--- src/tb/prog.hex ---
// one 16-bit word per line from address 0
// high byte op[7:5] dev[4:1] reg[0], low byte immediate or zero page address
1602 // wait for tx side
0C00
065A // constant out
0210 // mar low
00A5
013C // x
6020 // x into zero page 20
1609
0C07
2600 // read back through mar
4620 // read back zero page
01C8
0364
160F
0C0D
A601 // x+y to uart and y
1212 // jmpc
06BD
06C1
1015 // jmpz, not taken
067E
1417 // echo loop
0C15
C100 // rx byte into x
161A
0C18
A606 // x+1 out
0C15

--- src/cpu_pkg.sv ---
package cpu_pkg;

    // widths
    localparam int data_w = 8;                 // one bus word
    localparam int rom_aw = 8;                 // program address width
    localparam int rom_depth = 1 << rom_aw;
    localparam int instr_w = 2 * data_w;       // control byte + immediate
    localparam int pc_w = 2 * data_w;
    localparam int ram_depth = 256;
    localparam string rom_file = "/design/src/tb/prog.hex";

    // operation select, bits 7:5 of the control byte
    localparam logic [2:0] op_rom = 3'd0;      // immediate onto bus
    localparam logic [2:0] op_ram = 3'd1;
    localparam logic [2:0] op_ram_zp = 3'd2;
    localparam logic [2:0] op_alu = 3'd3;      // zero page, pass x
    localparam logic [2:0] op_alu_x0 = 3'd4;   // x forced to zero
    localparam logic [2:0] op_alu_reg = 3'd5;  // always loads a reg
    localparam logic [2:0] op_uart = 3'd6;
    localparam logic [2:0] op_uart_zp = 3'd7;

    // device codes, low group
    localparam logic [3:0] dev_ram = 4'd0;
    localparam logic [3:0] dev_marlo = 4'd1;
    localparam logic [3:0] dev_marhi = 4'd2;
    localparam logic [3:0] dev_uart = 4'd3;
    localparam logic [3:0] dev_pchitmp = 4'd4;
    localparam logic [3:0] dev_pclo = 4'd5;
    localparam logic [3:0] dev_pc = 4'd6;
    localparam logic [3:0] dev_jmpo = 4'd7;

    // conditional jumps, high group
    localparam logic [3:0] dev_jmpz = 4'd8;
    localparam logic [3:0] dev_jmpc = 4'd9;
    localparam logic [3:0] dev_jmpdi = 4'd10;
    localparam logic [3:0] dev_jmpdo = 4'd11;
    localparam logic [3:0] dev_jmpeq = 4'd12;
    localparam logic [3:0] dev_jmpne = 4'd13;
    localparam logic [3:0] dev_jmpgt = 4'd14;
    localparam logic [3:0] dev_jmplt = 4'd15;

    // alu ops from the immediate's low nibble
    localparam logic [3:0] alu_pass_x = 4'd0;
    localparam logic [3:0] alu_add = 4'd1;
    localparam logic [3:0] alu_sub = 4'd2;
    localparam logic [3:0] alu_and = 4'd3;
    localparam logic [3:0] alu_or = 4'd4;
    localparam logic [3:0] alu_xor = 4'd5;
    localparam logic [3:0] alu_inc = 4'd6;
    localparam logic [3:0] alu_cmp = 4'd7;

endpackage : cpu_pkg
--- src/uart_port.sv ---
`timescale 1ns/1ps
module uart_port
    import cpu_pkg::*;
(
    input  logic              clk,
    input  logic              rst,
    input  logic [data_w-1:0] bus,
    input  logic              uart_in_n,    // cpu writes tx byte
    input  logic              uart_out_n,   // cpu reads rx byte
    input  logic [data_w-1:0] rx_data,
    input  logic              rx_strobe,
    input  logic              tx_ready,
    output logic [data_w-1:0] rx_byte,
    output logic [data_w-1:0] tx_data,
    output logic              tx_strobe,
    output logic              uart_in_ready_n,
    output logic              uart_out_ready_n
);

    logic              rx_full_q;
    logic [data_w-1:0] rx_q;

    always_ff @(posedge clk) begin
        if (rst) begin
            rx_full_q <= 1'b0;
            tx_strobe <= 1'b0;
        end else begin
            if (rx_strobe && !rx_full_q)
                rx_full_q <= 1'b1;          // offer while full is dropped
            else if (!uart_out_n)
                rx_full_q <= 1'b0;
            tx_strobe <= !uart_in_n;        // one cycle per write
        end
    end

    always_ff @(posedge clk) begin
        if (rx_strobe && !rx_full_q)
            rx_q <= rx_data;
        if (!uart_in_n)
            tx_data <= bus;
    end

    assign rx_byte = rx_q;
    assign uart_in_ready_n = !rx_full_q;
    assign uart_out_ready_n = !tx_ready;

    a_no_read_empty: assert property (@(posedge clk) disable iff (rst)
        !uart_out_n |-> rx_full_q)
        else $error("uart_port: rx read while empty");

    // program must poll jmpdo first, else the pending byte is lost downstream
    a_no_write_busy: assert property (@(posedge clk) disable iff (rst)
        !uart_in_n |-> tx_ready)
        else $error("uart_port: tx write while receiver not ready");

endmodule : uart_port

--- config.mk ---
export PLATFORM = sky130hd
export DESIGN_NAME = uart_port
export DESIGN_NICKNAME = d
export VERILOG_FILES = /design/src/cpu_pkg.sv /design/src/uart_port.sv
export SDC_FILE = /design/constraint.sdc
export NUM_CORES = 1
export LEC_CHECK = 0
export ABC_CLOCK_PERIOD_IN_PS = 1150
export BUFFER_PORTS_ARGS = -buffer_cell sky130_fd_sc_hd__buf_2
export CORE_MARGIN = 4
export CORE_UTILIZATION = 40
export CTS_BUF_LIST = sky130_fd_sc_hd__clkbuf_4 sky130_fd_sc_hd__clkbuf_8
export DETAILED_ROUTE_END_ITERATION = 7
export PLACE_DENSITY = 0.75
export SLEW_MARGIN = 40
export SYNTH_ARGS = -nofsm -noshare
export SYNTH_HDL_FRONTEND = slang
export SYNTH_SLANG_ARGS = --single-unit
--- constraint.sdc ---
create_clock -name clk -period 1.15 [get_ports clk]
set_input_delay 0.115 -clock clk [delete_from_list [all_inputs] [get_ports clk]]
set_output_delay 0.115 -clock clk [all_outputs]
set_load 0.02 [all_outputs]
# Yosys cells after proc, flatten, opt, wreduce, memory -nomap -nowiden
# Index checks and enable logic that the tools add are counted.
# W data, S select, Z words.
# word_totals
in_bits,22
n_memories,0
register_bits,18
latch_bits,0
mem_bits_rw,0
rom_bits,0
word_cells,11
# classes
bitwise,0
n_shift,0
mux,2
n_addsub,0
n_lt_le_gt_ge,0
div_mod_pow,0
reduce_logical,4
n_eq_ne,1
mul,0
# op_table
cell,n
$logic_not A1 Y1,3
$mux W1,2
$ne A2 B1 Y1 const B,1
$logic_and A1 B1 Y1,1

# Logic depth before layout (Yosys ltp)
# logic_depth
word_depth,3
depth_mapped,2
depth_no_buf,2

# Least setup slack after synthesis
# Ideal clock, no wire load.
# synth_path
path_kind,reg-to-reg
from,register rx_full_q
to,register rx_q[0] (netlist: rx_byte[0]) (enable)
arrival_ns,0.589
n_path_buf,0
slack_ns,0.252
stages_incl_launch_ff,2
cell_sequence,dfxtp_1 > and2b_2
# synth_between
elab_chain_len,2
# synth_lines
item,line_no,source
"start, declared",uart_port.sv:20,logic rx_full_q;
"start signal, assigned",uart_port.sv:25,rx_full_q <= 1'b0;
"start signal, assigned",uart_port.sv:29,rx_full_q <= 1'b1;
"start signal, assigned",uart_port.sv:31,rx_full_q <= 1'b0;
$logic_not A1 Y1,uart_port.sv:37,if (rx_strobe && !rx_full_q)
$logic_and A1 B1 Y1,uart_port.sv:37,
"end signal, assigned",uart_port.sv:38,rx_q <= rx_data;
"end, declared",uart_port.sv:21,logic [data_w-1:0] rx_q;
# Every way passes these cells.
# A chain may end at the register's enable or synchronous reset.

# Worst setup path after layout
# layout_path
from,input uart_in_n
to,register tx_data[6] (enable)
# layout_lines
item,line_no,source
"start, declared",uart_port.sv:8,"input logic uart_in_n,"
"end signal, assigned",uart_port.sv:40,tx_data <= bus;
"end, declared",uart_port.sv:14,"output logic [data_w-1:0] tx_data,"
# No word-level cell between the ends.

==> key figures <==
Drt
  • Routed wl met3: 91 um
  • DR top layer: met3
  • DR vias: 421
  • # DRC: 0
  • Routed metal-1 wirelength: 480 um
  • Post-route ant nets: 0
  • Drt wl/cell: 13.8 um
  • Via-to-Cell Ratio: 4.39
  • Met2 wire length: 755 um
  • Total Routed Length: 1330 um
  • Initial DRT Pass Iterations: 4
  • Initial drt markers: 8

Logic synthesis
  • Synth unique cells: 6
  • Synthesized Nets: 47
  • Mapped cell area: 558 um^2
  • Cell taking the most area after synthesis: edfxtp_1
  • Post-synthesis average cell area: 22.3 um^2
  • Top post-synthesis cells by area: edfxtp_1, dfxtp_1, inv_1, mux2i_1, and2b_2
  • Synth Register Bits: 18
  • Top cell type's share of synthesized area: 0.861
  • Sequential area share after synthesis: 0.933
  • Synthesized instance count: 25
  • Ys Warns: 0

Floorplanning
  • DIE HEIGHT: 45.4 um
  • Total die area: 0.00206 mm^2
  • Core outline area: 0.00130 mm^2
  • IO Pins: 41
  • # rows: 13
  • Die X: 45.4 um
  • Initial core utilization: 0.429

Clock tree
  • Clock sink count: 18
  • Resize count post-CTS: 0
  • Root buffer cell: clkbuf_4
  • Clock latency on the worst-skew pair: 0.27 ns
  • Total CTS buffers: 3
  • CTS tree: built
  • H-tree depth: 1
  • CTS clk-pin slew, worst paths: 0.09 ns
  • Clk buf depth: 2

Global routing
  • Largest net degree at the start of global routing: 10
  • Global route overflow: 0
  • Initial antenna violation count: 0
  • First-pass GRT wire length: 1550 um
  • Vias in the first global route: 373
  • GR Util All Layers: 0.114

STA
  • Slew at the pin with the worst max-slew slack: 0.286 ns
  • Final setup fails: 0
  • RSZ-0062 raised after global routing: no
  • Final Max Slew Viols: 0
  • Final Hold Vio Count: 0
  • Relative slew slack: 0.809
  • Period minus WS final: 1.03 ns
  • Final worst path period share: 0.893
  • Max Fclk: 973 MHz
  • Skew final: 0.000343 ns
  • Post-Route Setup TNS: 0 ns

Worst setup path
  • Worst path cell trace: dlygate4sd3_1, buf_2, inv_1
  • Slowest CP cell: dlygate4sd3_1
  • RR Startpoint: rx_full_q
  • Crit path max fanout: 8
  • R2R depth: 1
  • Worst setup EP type: flip-flop
  • CP delay by family, top: buffers and inverters
  • Register-to-Register Setup Slack: 0.20 ns
  • RR Endpoint: rx_byte[1]
  • Req. time, crit path: 1.11 ns
  • Startpoint Class: input pin
  • Crit path DAT: 0.99 ns
  • Buf/Inv on CP: 3
  • Crit path kind: in -> reg
  • Worst setup path start: uart_in_n
  • Crit path largest cell delay: 0.53 ns

Worst hold path
  • Hold endpoint: rx_byte[1]
  • Worst hold path type: in -> reg
  • Hold path startpoint: rx_data[1]
  • Min-Delay Path Depth: 1

Cells and area
  • Final cell count without fillers: 96
  • Area Overhead vs Synth: 66.6%
  • Nets: 105
  • Share of post-route cells with drive strength above 1: 0.543
  • Number of diodes: 0

Place
  • Placed insts: 80
  • Routability congestion estimate: 0.625
  • # port buffers: 40

Power
  • Pleak: 0.000423 uW
  • Pwr dens: 1350 mW/mm^2
  • Peak supply drop: 1.14 mV
  • Total power draw: 1250 uW

Job
  • Total of max-cap violations: 0

Run status
  • Status: finished, final reports clean
[cell usage in the layout, fill, tap and decap left out]
| cell type | instances |
|---|---|
| and2b_2 | 1 |
| buf_2 | 40 |
| clkbuf_4 | 3 |
| dfxtp_1 | 2 |
| dlygate4sd3_1 | 13 |
| edfxtp_1 | 16 |
| inv_1 | 3 |
| mux2i_1 | 1 |
| nor2_1 | 2 |
[per-layer routing]
metal,GRT usage,up-vias
met1,0.118,196
li1,-,203
met4,0.0526,0
met3,0.0359,0
met2,0.206,22
met5,0,-
[per-stage QoR]
stage / hold slack, ns / area (um^2) / setup WS, ns / utilization
final: 0.0131 / 930 / 0.123 / 0.714
after global routing: 0.000856 / 930 / 0.103 / 0.714
after CTS: 0.00277 / 820 / 0.115 / 0.630
after detailed placement: 0.290 / 777 / 0.201 / 0.597
after global placement: 0.287 / 777 / 0.228 / 0.597
after floorplan: 0.182 / 558 / 0.252 / -
[kinds of logic after synthesis]
logic type	Yosys count	share of synthesized area
simple gates	3	0.0292
mux	1	0.0179
buf+inv	3	0.0202
flops	18	0.933
[cells in the mapped netlist, drive strengths merged]
master and number:
nor2 2, mux2i 1, inv 3, dfxtp 2
and2b 1, edfxtp 16
[area by class of cell]
cell class	instances	area [um^2]
flip-flops and latches	18	520
fillers	95	372
repair buffers	53	330
multi-input cells	4	26.3
clock buffers	3	22.5
well taps	15	18.8
inverters	3	11.3
[worst max-delay path by stage]
stage | cells past startpoint | to
6_report | 3 | tx_data[6]
5_1_grt | 3 | tx_data[7]
4_1_cts | 3 | tx_data[6]
3_5_place_dp | 1 | rx_byte[1]
3_3_place_gp | 1 | rx_byte[4]
2_1_floorplan | 1 | rx_byte[0]
[sequential cells by signal, summed over array words and instances, names as in the netlist]
name       flops
rx_byte        8
tx_data        8
rx_full_q      1
tx_strobe      1
[report_power, final]
part	switching (uW)	internal, uW
logic	104	88.4
clock network	168	121
registers	11.9	761
total	284	970
[timing repair]
action                     CTS  global route
setup endpoints to repair    0             0
hold buffers                 2            11
buffers inserted             0             0
hold endpoints to repair     2            11
(Power assumes the default switching activity.)
