--- config.mk ---
export PLATFORM = sky130hd
export DESIGN_NAME = alu_regs
export DESIGN_NICKNAME = d
export VERILOG_FILES = /design/src/cpu_pkg.sv /design/src/alu_regs.sv
export SDC_FILE = /design/constraint.sdc
export NUM_CORES = 1
export LEC_CHECK = 0
export BUFFER_PORTS_ARGS = -buffer_cell sky130_fd_sc_hd__buf_2
export CAP_MARGIN = 40
export CORE_MARGIN = 2
export CORE_UTILIZATION = 55
export DETAILED_ROUTE_END_ITERATION = 10
export HOLD_SLACK_MARGIN = 0.08
export PLACE_DENSITY = 0.75
export SETUP_SLACK_MARGIN = 0.15
export SLEW_MARGIN = 20
export SYNTH_ARGS = -nofsm -noshare
export SYNTH_HDL_FRONTEND = slang
export SYNTH_SLANG_ARGS = --single-unit
export TNS_END_PERCENT = 30
--- constraint.sdc ---
create_clock -name clk -period 4 [get_ports clk]
set_clock_uncertainty 0.05 [all_clocks]
set_input_delay 0.6 -clock clk [delete_from_list [all_inputs] [get_ports clk]]
set_output_delay 0.6 -clock clk [all_outputs]
set_load 0.02 [all_outputs]
--- src/tb/prog.hex ---
// one 16-bit word per line from address 0
// high byte op[7:5] dev[4:1] reg[0], low byte immediate or zero page address
1602 // wait for tx side
0C00
065A // constant out
0210 // mar low
00A5
013C // x
6020 // x into zero page 20
1609
0C07
2600 // read back through mar
4620 // read back zero page
01C8
0364
160F
0C0D
A601 // x+y to uart and y
1212 // jmpc
06BD
06C1
1015 // jmpz, not taken
067E
1417 // echo loop
0C15
C100 // rx byte into x
161A
0C18
A606 // x+1 out
0C15

--- src/cpu_pkg.sv ---
package cpu_pkg;

    // widths
    localparam int data_w = 8;                 // one bus word
    localparam int rom_aw = 8;                 // program address width
    localparam int rom_depth = 1 << rom_aw;
    localparam int instr_w = 2 * data_w;       // control byte + immediate
    localparam int pc_w = 2 * data_w;
    localparam int ram_depth = 256;
    localparam string rom_file = "/design/src/tb/prog.hex";

    // operation select, bits 7:5 of the control byte
    localparam logic [2:0] op_rom = 3'd0;      // immediate onto bus
    localparam logic [2:0] op_ram = 3'd1;
    localparam logic [2:0] op_ram_zp = 3'd2;
    localparam logic [2:0] op_alu = 3'd3;      // zero page, pass x
    localparam logic [2:0] op_alu_x0 = 3'd4;   // x forced to zero
    localparam logic [2:0] op_alu_reg = 3'd5;  // always loads a reg
    localparam logic [2:0] op_uart = 3'd6;
    localparam logic [2:0] op_uart_zp = 3'd7;

    // device codes, low group
    localparam logic [3:0] dev_ram = 4'd0;
    localparam logic [3:0] dev_marlo = 4'd1;
    localparam logic [3:0] dev_marhi = 4'd2;
    localparam logic [3:0] dev_uart = 4'd3;
    localparam logic [3:0] dev_pchitmp = 4'd4;
    localparam logic [3:0] dev_pclo = 4'd5;
    localparam logic [3:0] dev_pc = 4'd6;
    localparam logic [3:0] dev_jmpo = 4'd7;

    // conditional jumps, high group
    localparam logic [3:0] dev_jmpz = 4'd8;
    localparam logic [3:0] dev_jmpc = 4'd9;
    localparam logic [3:0] dev_jmpdi = 4'd10;
    localparam logic [3:0] dev_jmpdo = 4'd11;
    localparam logic [3:0] dev_jmpeq = 4'd12;
    localparam logic [3:0] dev_jmpne = 4'd13;
    localparam logic [3:0] dev_jmpgt = 4'd14;
    localparam logic [3:0] dev_jmplt = 4'd15;

    // alu ops from the immediate's low nibble
    localparam logic [3:0] alu_pass_x = 4'd0;
    localparam logic [3:0] alu_add = 4'd1;
    localparam logic [3:0] alu_sub = 4'd2;
    localparam logic [3:0] alu_and = 4'd3;
    localparam logic [3:0] alu_or = 4'd4;
    localparam logic [3:0] alu_xor = 4'd5;
    localparam logic [3:0] alu_inc = 4'd6;
    localparam logic [3:0] alu_cmp = 4'd7;

endpackage : cpu_pkg
--- src/alu_regs.sv ---
`timescale 1ns/1ps
module alu_regs
    import cpu_pkg::*;
(
    input  logic              clk,
    input  logic              rst,
    input  logic [data_w-1:0] bus,
    input  logic [3:0]        alu_op,
    input  logic              reg_in_n,
    input  logic              reg_sel,
    input  logic              alu_out_n,
    input  logic              force_alu_op_to_passx,
    input  logic              force_x_val_to_zero_n,
    output logic [data_w-1:0] result,
    output logic              flag_z_n,
    output logic              flag_c_n,
    output logic              flag_o_n,
    output logic              flag_eq_n,
    output logic              flag_ne_n,
    output logic              flag_gt_n,
    output logic              flag_lt_n
);

    logic [data_w-1:0] x_q;
    logic [data_w-1:0] y_q;
    logic [data_w-1:0] a;
    logic [data_w-1:0] b;
    logic [3:0]        op;
    logic [data_w:0]   wide;            // carry in the top bit
    logic              carry;
    logic              ovf;
    logic [6:0]        flags_q;         // z c o eq ne gt lt, active high

    assign a = force_x_val_to_zero_n ? x_q : '0;
    assign b = y_q;
    assign op = force_alu_op_to_passx ? alu_pass_x : alu_op;

    always_comb begin
        wide = {1'b0, a};
        ovf = 1'b0;
        case (op)
            alu_add: begin
                wide = {1'b0, a} + {1'b0, b};
                ovf = (a[data_w-1] == b[data_w-1]) && (wide[data_w-1] != a[data_w-1]);
            end
            alu_sub: begin
                wide = {1'b0, a} - {1'b0, b};   // top bit is borrow
                ovf = (a[data_w-1] != b[data_w-1]) && (wide[data_w-1] != a[data_w-1]);
            end
            alu_and: wide = {1'b0, a & b};
            alu_or:  wide = {1'b0, a | b};
            alu_xor: wide = {1'b0, a ^ b};
            alu_inc: begin
                wide = {1'b0, a} + 1'b1;
                ovf = (a == {1'b0, {(data_w - 1){1'b1}}});
            end
            alu_cmp: wide = {a < b, a};         // x unchanged, borrow only
            default: wide = {1'b0, a};          // pass x
        endcase
    end

    assign result = wide[data_w-1:0];
    assign carry = wide[data_w];

    always_ff @(posedge clk) begin
        if (rst) begin
            x_q <= '0;
            y_q <= '0;
            flags_q <= '0;
        end else begin
            if (!reg_in_n) begin
                if (reg_sel)
                    y_q <= bus;
                else
                    x_q <= bus;
            end
            if (!alu_out_n)
                flags_q <= {result == '0, carry, ovf, a == b, a != b, a > b, a < b};
        end
    end

    assign flag_z_n = !flags_q[6];
    assign flag_c_n = !flags_q[5];
    assign flag_o_n = !flags_q[4];
    assign flag_eq_n = !flags_q[3];
    assign flag_ne_n = !flags_q[2];
    assign flag_gt_n = !flags_q[1];
    assign flag_lt_n = !flags_q[0];

endmodule : alu_regs

# == Word-level counts from Yosys, hierarchy flattened ==
# Index checks and enable logic that the tools add are counted.
# classes
addsub,3
n_bitwise,5
n_eq_ne,14
muxes,4
magnitude_cmp,2
n_reduce_logical,12
# ops
op,count
$pmux W9 S7,1
$eq A4 B3 Y1 const B,4
$add A8 B1 Y9 const B,1
$add A8 B8 Y9,1
$sub A8 B8 Y9,1
$and A8 B8 Y8,1
$eq A4 B2 Y1 const B,2
$eq A8 B7 Y1 const B,1
$eq A8 B8 Y1,1
$gt A8 B8 Y1,1
$logic_not A8 Y1,1
$lt A8 B8 Y1,1
$mux W8,1
$ne A8 B8 Y1,1
$or A8 B8 Y8,1
$xor A8 B8 Y8,1
$logic_not A1 Y1,7
$eq A4 B1 Y1 const B,1
$mux W4,1
$reduce_and A2 Y1,2
$ne A1 B1 Y1,3
$pmux W1 S3,1
$logic_and A1 B1 Y1,2
$not A1 Y1,2
$eq A1 B1 Y1,1
# word_totals
inputBits,19
output_inout_bits,15
regBits,23

# == Longest topological paths before layout ==
# logic_depth
word_depth,5
depth_mapped,13
mapped_depth_nobuf,11

# == Worst setup path after synthesis ==
# Ideal clock, no wire load.
# synth_timing
path_kind,input -> output
from,input port force_x_val_to_zero_n
to,output port result[7]
arrival_ns,2.790
path_slack_ns,0.560
path_stages,13
path_cell_list,buf_6 -> buf_6 -> clkbuf_1 -> nand2_1 -> ha_1 -> clkbuf_8 -> nor3b_1 -> o21ai_0 -> o32a_1 -> nand2_1 -> nand3_1 -> a31oi_1 -> buf_4
# synth_via
elab_chain_len,3
word_cells_on_any_way,8
classes_between,add/sub: 3; mux: 2; bitwise: 3
# synth_rtl
element,line_no,source
"start, declared",alu_regs.sv:13,"input logic force_x_val_to_zero_n,"
$mux W8 *,alu_regs.sv:34,assign a = force_x_val_to_zero_n ? x_q : '0;
$add A8 B1 Y9 (tied with other cells),alu_regs.sv:54,"wide = {1'b0, a} + 1'b1;"
$pmux W9 S7 *,alu_regs.sv:41,case (op)
"end, declared",alu_regs.sv:14,"output logic [data_w-1:0] result,"
# Every way passes the cells marked *; elsewhere a longest branch is shown, timed or not.

# == Worst setup path in the final report ==
# Ends and elaborated chain as after synthesis.

==> flow_metrics.py <==
metrics = {
    "run_status": {
        "status": "complete, no violations",
    },
    "placement": {
        "dp_cells": 403,
        "place_congestion": 0.9670,
        "post-dp-hpwl_um": 5099,
        "port_buffers": 33,
    },
    "route": {
        "vias": 2520,
        "ant_nets": 0,
        "drt_iter0_markers": 363,
        "wire_per_inst_um": 16.10,
        "via_per_inst": 6.192,
        "drt-pass1-iter-count": 5,
        "wl_um": 6551,
        "route.detailed.drc": 0,
    },
    "yosys": {
        "synth_edf_count": 0,
        "synth.avg_cell_area_um2": 7.266,
        "async_reset_ff_share_pct": 0,
        "syn_inst": 343,
        "synthesis.area_um2": 2492,
        "yosysSeqAreaShare_pct": 18.47,
        "syn_nets": 378,
        "ys_types": 68,
        "yosys_warnings": 0,
        "yosys_most_used_dff": "dfxtp_1",
        "synth-seq-cells": 23,
    },
    "cells_and_area": {
        "antenna_cells": 0,
        "mostFrequentLayoutCells": "47 x nand2_1, 33 x buf_2, 27 x inv_1, 26 x a21oi_1, 25 x nor2_1",
        "area_growth_pct": 3.213,
        "stdcell_count": 407,
        "layout-drive-gt1-share_pct": 16.90,
        "num-nets-final": 391,
        "final_common_cell": "nand2_1",
        "fin_util_pct": 59.08,
    },
    "sta": {
        "finalSetupViolCount": 0,
        "hold_viol_final": 0,
        "fmax_ghz": 0.2767,
        "slew_violations": 0,
        "rsz0062_at_grt": "no",
        "min_period_over_period_pct": 90.35,
        "worst_pin_slew_ps": 613.7,
        "layout_min_cycle_time_ps": 3614,
        "tns_ps": 0,
        "slew_headroom_pct": 58.77,
    },
    "global_route": {
        "gr-total-overflow": 0,
        "grt_max_degree": 26,
        "grt_pass1_wl_um": 11200,
        "grt_pass1_vias": 2343,
        "antenna_found_initial": 0,
        "grt_usage_pct": 27.08,
    },
    "setup_path": {
        "required_ps": 3350,
        "crit_chain": "buf_2, nand2_1, ha_1, a32o_1, a21boi_0, o21a_1, o21a_1, mux2i_1, a31oi_1, buf_2",
        "start_kind": "input pin",
        "arrival_ps": 2960,
        "slowest_stage": "a21boi_0",
        "path_delay_family": "compound AO/OA/AOI/OAI gates",
        "cp_num_buf_inv": 2,
        "critical-path-max-stage-delay_ps": 410,
        "crit_fanout": 13,
        "endpoint_kind": "output pin",
        "path_class": "in -> out",
    },
    "power_and_ir_drop": {
        "leakage_nw": 0.9898,
        "peakVddDrop_v": 0.0001985,
        "p_per_area_nw_per_um2": 231.8,
        "power.total_uw": 596.2,
    },
    "clock_tree": {
        "path_clk_slew_ps": 80,
        "cts_tree": "yes",
        "cts_sinks": 23,
        "cts_made_buffers": 3,
        "postCtsSetupRepairBufs": 0,
        "post_cts_resized": 0,
        "ctsHoldBuffers": 0,
        "clockBufferDepth": 2,
        "cts-root-buf": "clkbuf_8",
        "clk_latency_ps": 260,
        "ctsHtreeMaxLevel": 1,
    },
    "die": {
        "rows": 24,
        "die_width_um": 71.32,
        "ios": 34,
        "dieArea_um2": 5086,
        "die_h_um": 71.32,
        "initial_core_util_pct": 57.24,
        "core_area_um2": 4354,
    },
    "job": {
        "cap_violations": 0,
    },
    "min_path": {
        "hold_path_class": "reg -> reg",
    },
}
metal layers:
metal	GRT usage [%]	vias to the layer above	routed length (µm)	part of all wire, %
met5	0	-	0	0
met4	7.757	0	91	1.4
met3	3.516	12	475	7.3
met2	40.43	107	2834	43
met1	40.68	1149	3149	48
li1	-	1252	-	-
through the flow:
step	instance area (µm²)	hold WS, ps	worst slack (ps)
3_3_place_gp	2527	403.3	480.1
2_1_floorplan	2492	403.6	560.1
4_1_cts	2572	421.3	438.9
3_5_place_dp	2527	407.5	441.8
5_1_grt	2572	465.4	220.0
6_report	2572	421.0	386.0
power breakdown:
part | total [mW] | internal (mW) | switching (mW)
combinational | 0.199 | 0.0765 | 0.123
sequential | 0.256 | 0.242 | 0.0136
clock | 0.141 | 0.0710 | 0.0699
Yosys cell counts, types with 3 or more instances:
cell type	number	area, µm²
inv_1	27	101.4
nand4_1	3	18.77
xor2_1	4	35.03
buf_4	8	60.06
buf_2	3	15.01
a211oi_1	3	22.52
buf_6	3	33.78
nor3_1	6	30.03
nor4_1	4	25.02
nand2b_1	4	25.02
nand3_1	12	60.06
or3_2	3	22.52
a2bb2oi_1	3	26.28
o211ai_1	7	52.55
ha_1	16	200.2
clkbuf_1	8	30.03
clkbuf_8	6	82.58
a31oi_1	6	37.54
and3_1	7	43.79
o21ai_0	20	100.1
xnor2_1	5	43.79
a22oi_1	3	22.52
mux2i_1	3	30.03
dfxtp_1	23	460.4
a21o_1	3	22.52
a21oi_1	26	130.1
nand2_1	47	176.4
nor2b_1	3	18.77
nor2_1	25	93.84
o21a_1	3	22.52
layout make-up:
cell class	count	area (µm²)
sequential	23	460.4
multi-input combinational	264	1705
timing repair buffer	37	195.2
tap	52	65.06
inverter	27	101.3
clock buffer	4	45.04
fill	392	1782
registers in the layout, summed over array words and instances (netlist names):
register  flops
b             8
x_q           8
flags_q       7
worst reg2reg max path, stage by stage, from the launching register on:
cell and delay (ps):
dfxtp_1 420, inv_1 100, ha_1 370, inv_1 110
ha_1 150, nor2_1 70, o32ai_1 420, xnor2_1 130
a211o_1 340, or4b_4 540, o41ai_2 210
kinds of logic after synthesis:
kind of cell	after synthesis	share of synthesized area [%]
xor gates and xnor gates	9	3.162
AOI/OAI and AO/OA	104	28.57
adders and majority gates	16	8.032
buffers and inverters	56	13.10
DFF	23	18.47
muxes	5	2.108
and+or+nand+nor	130	26.56
worst paths after layout:
check / depth (start not counted) / from / slack (ps) / to
min: 2 / flags_q[3]$_SDFFE_PP0N_ / 420 / flags_q[3]$_SDFFE_PP0N_
min reg2reg: 2 / flags_q[3]$_SDFFE_PP0N_ / 420 / flags_q[3]$_SDFFE_PP0N_
max: 10 / force_x_val_to_zero_n / 390 / result[7]
max reg2reg: 10 / b[1]$_SDFFE_PP0P_ / 980 / flags_q[6]$_SDFFE_PP0N_
(Power assumes the default switching activity.)
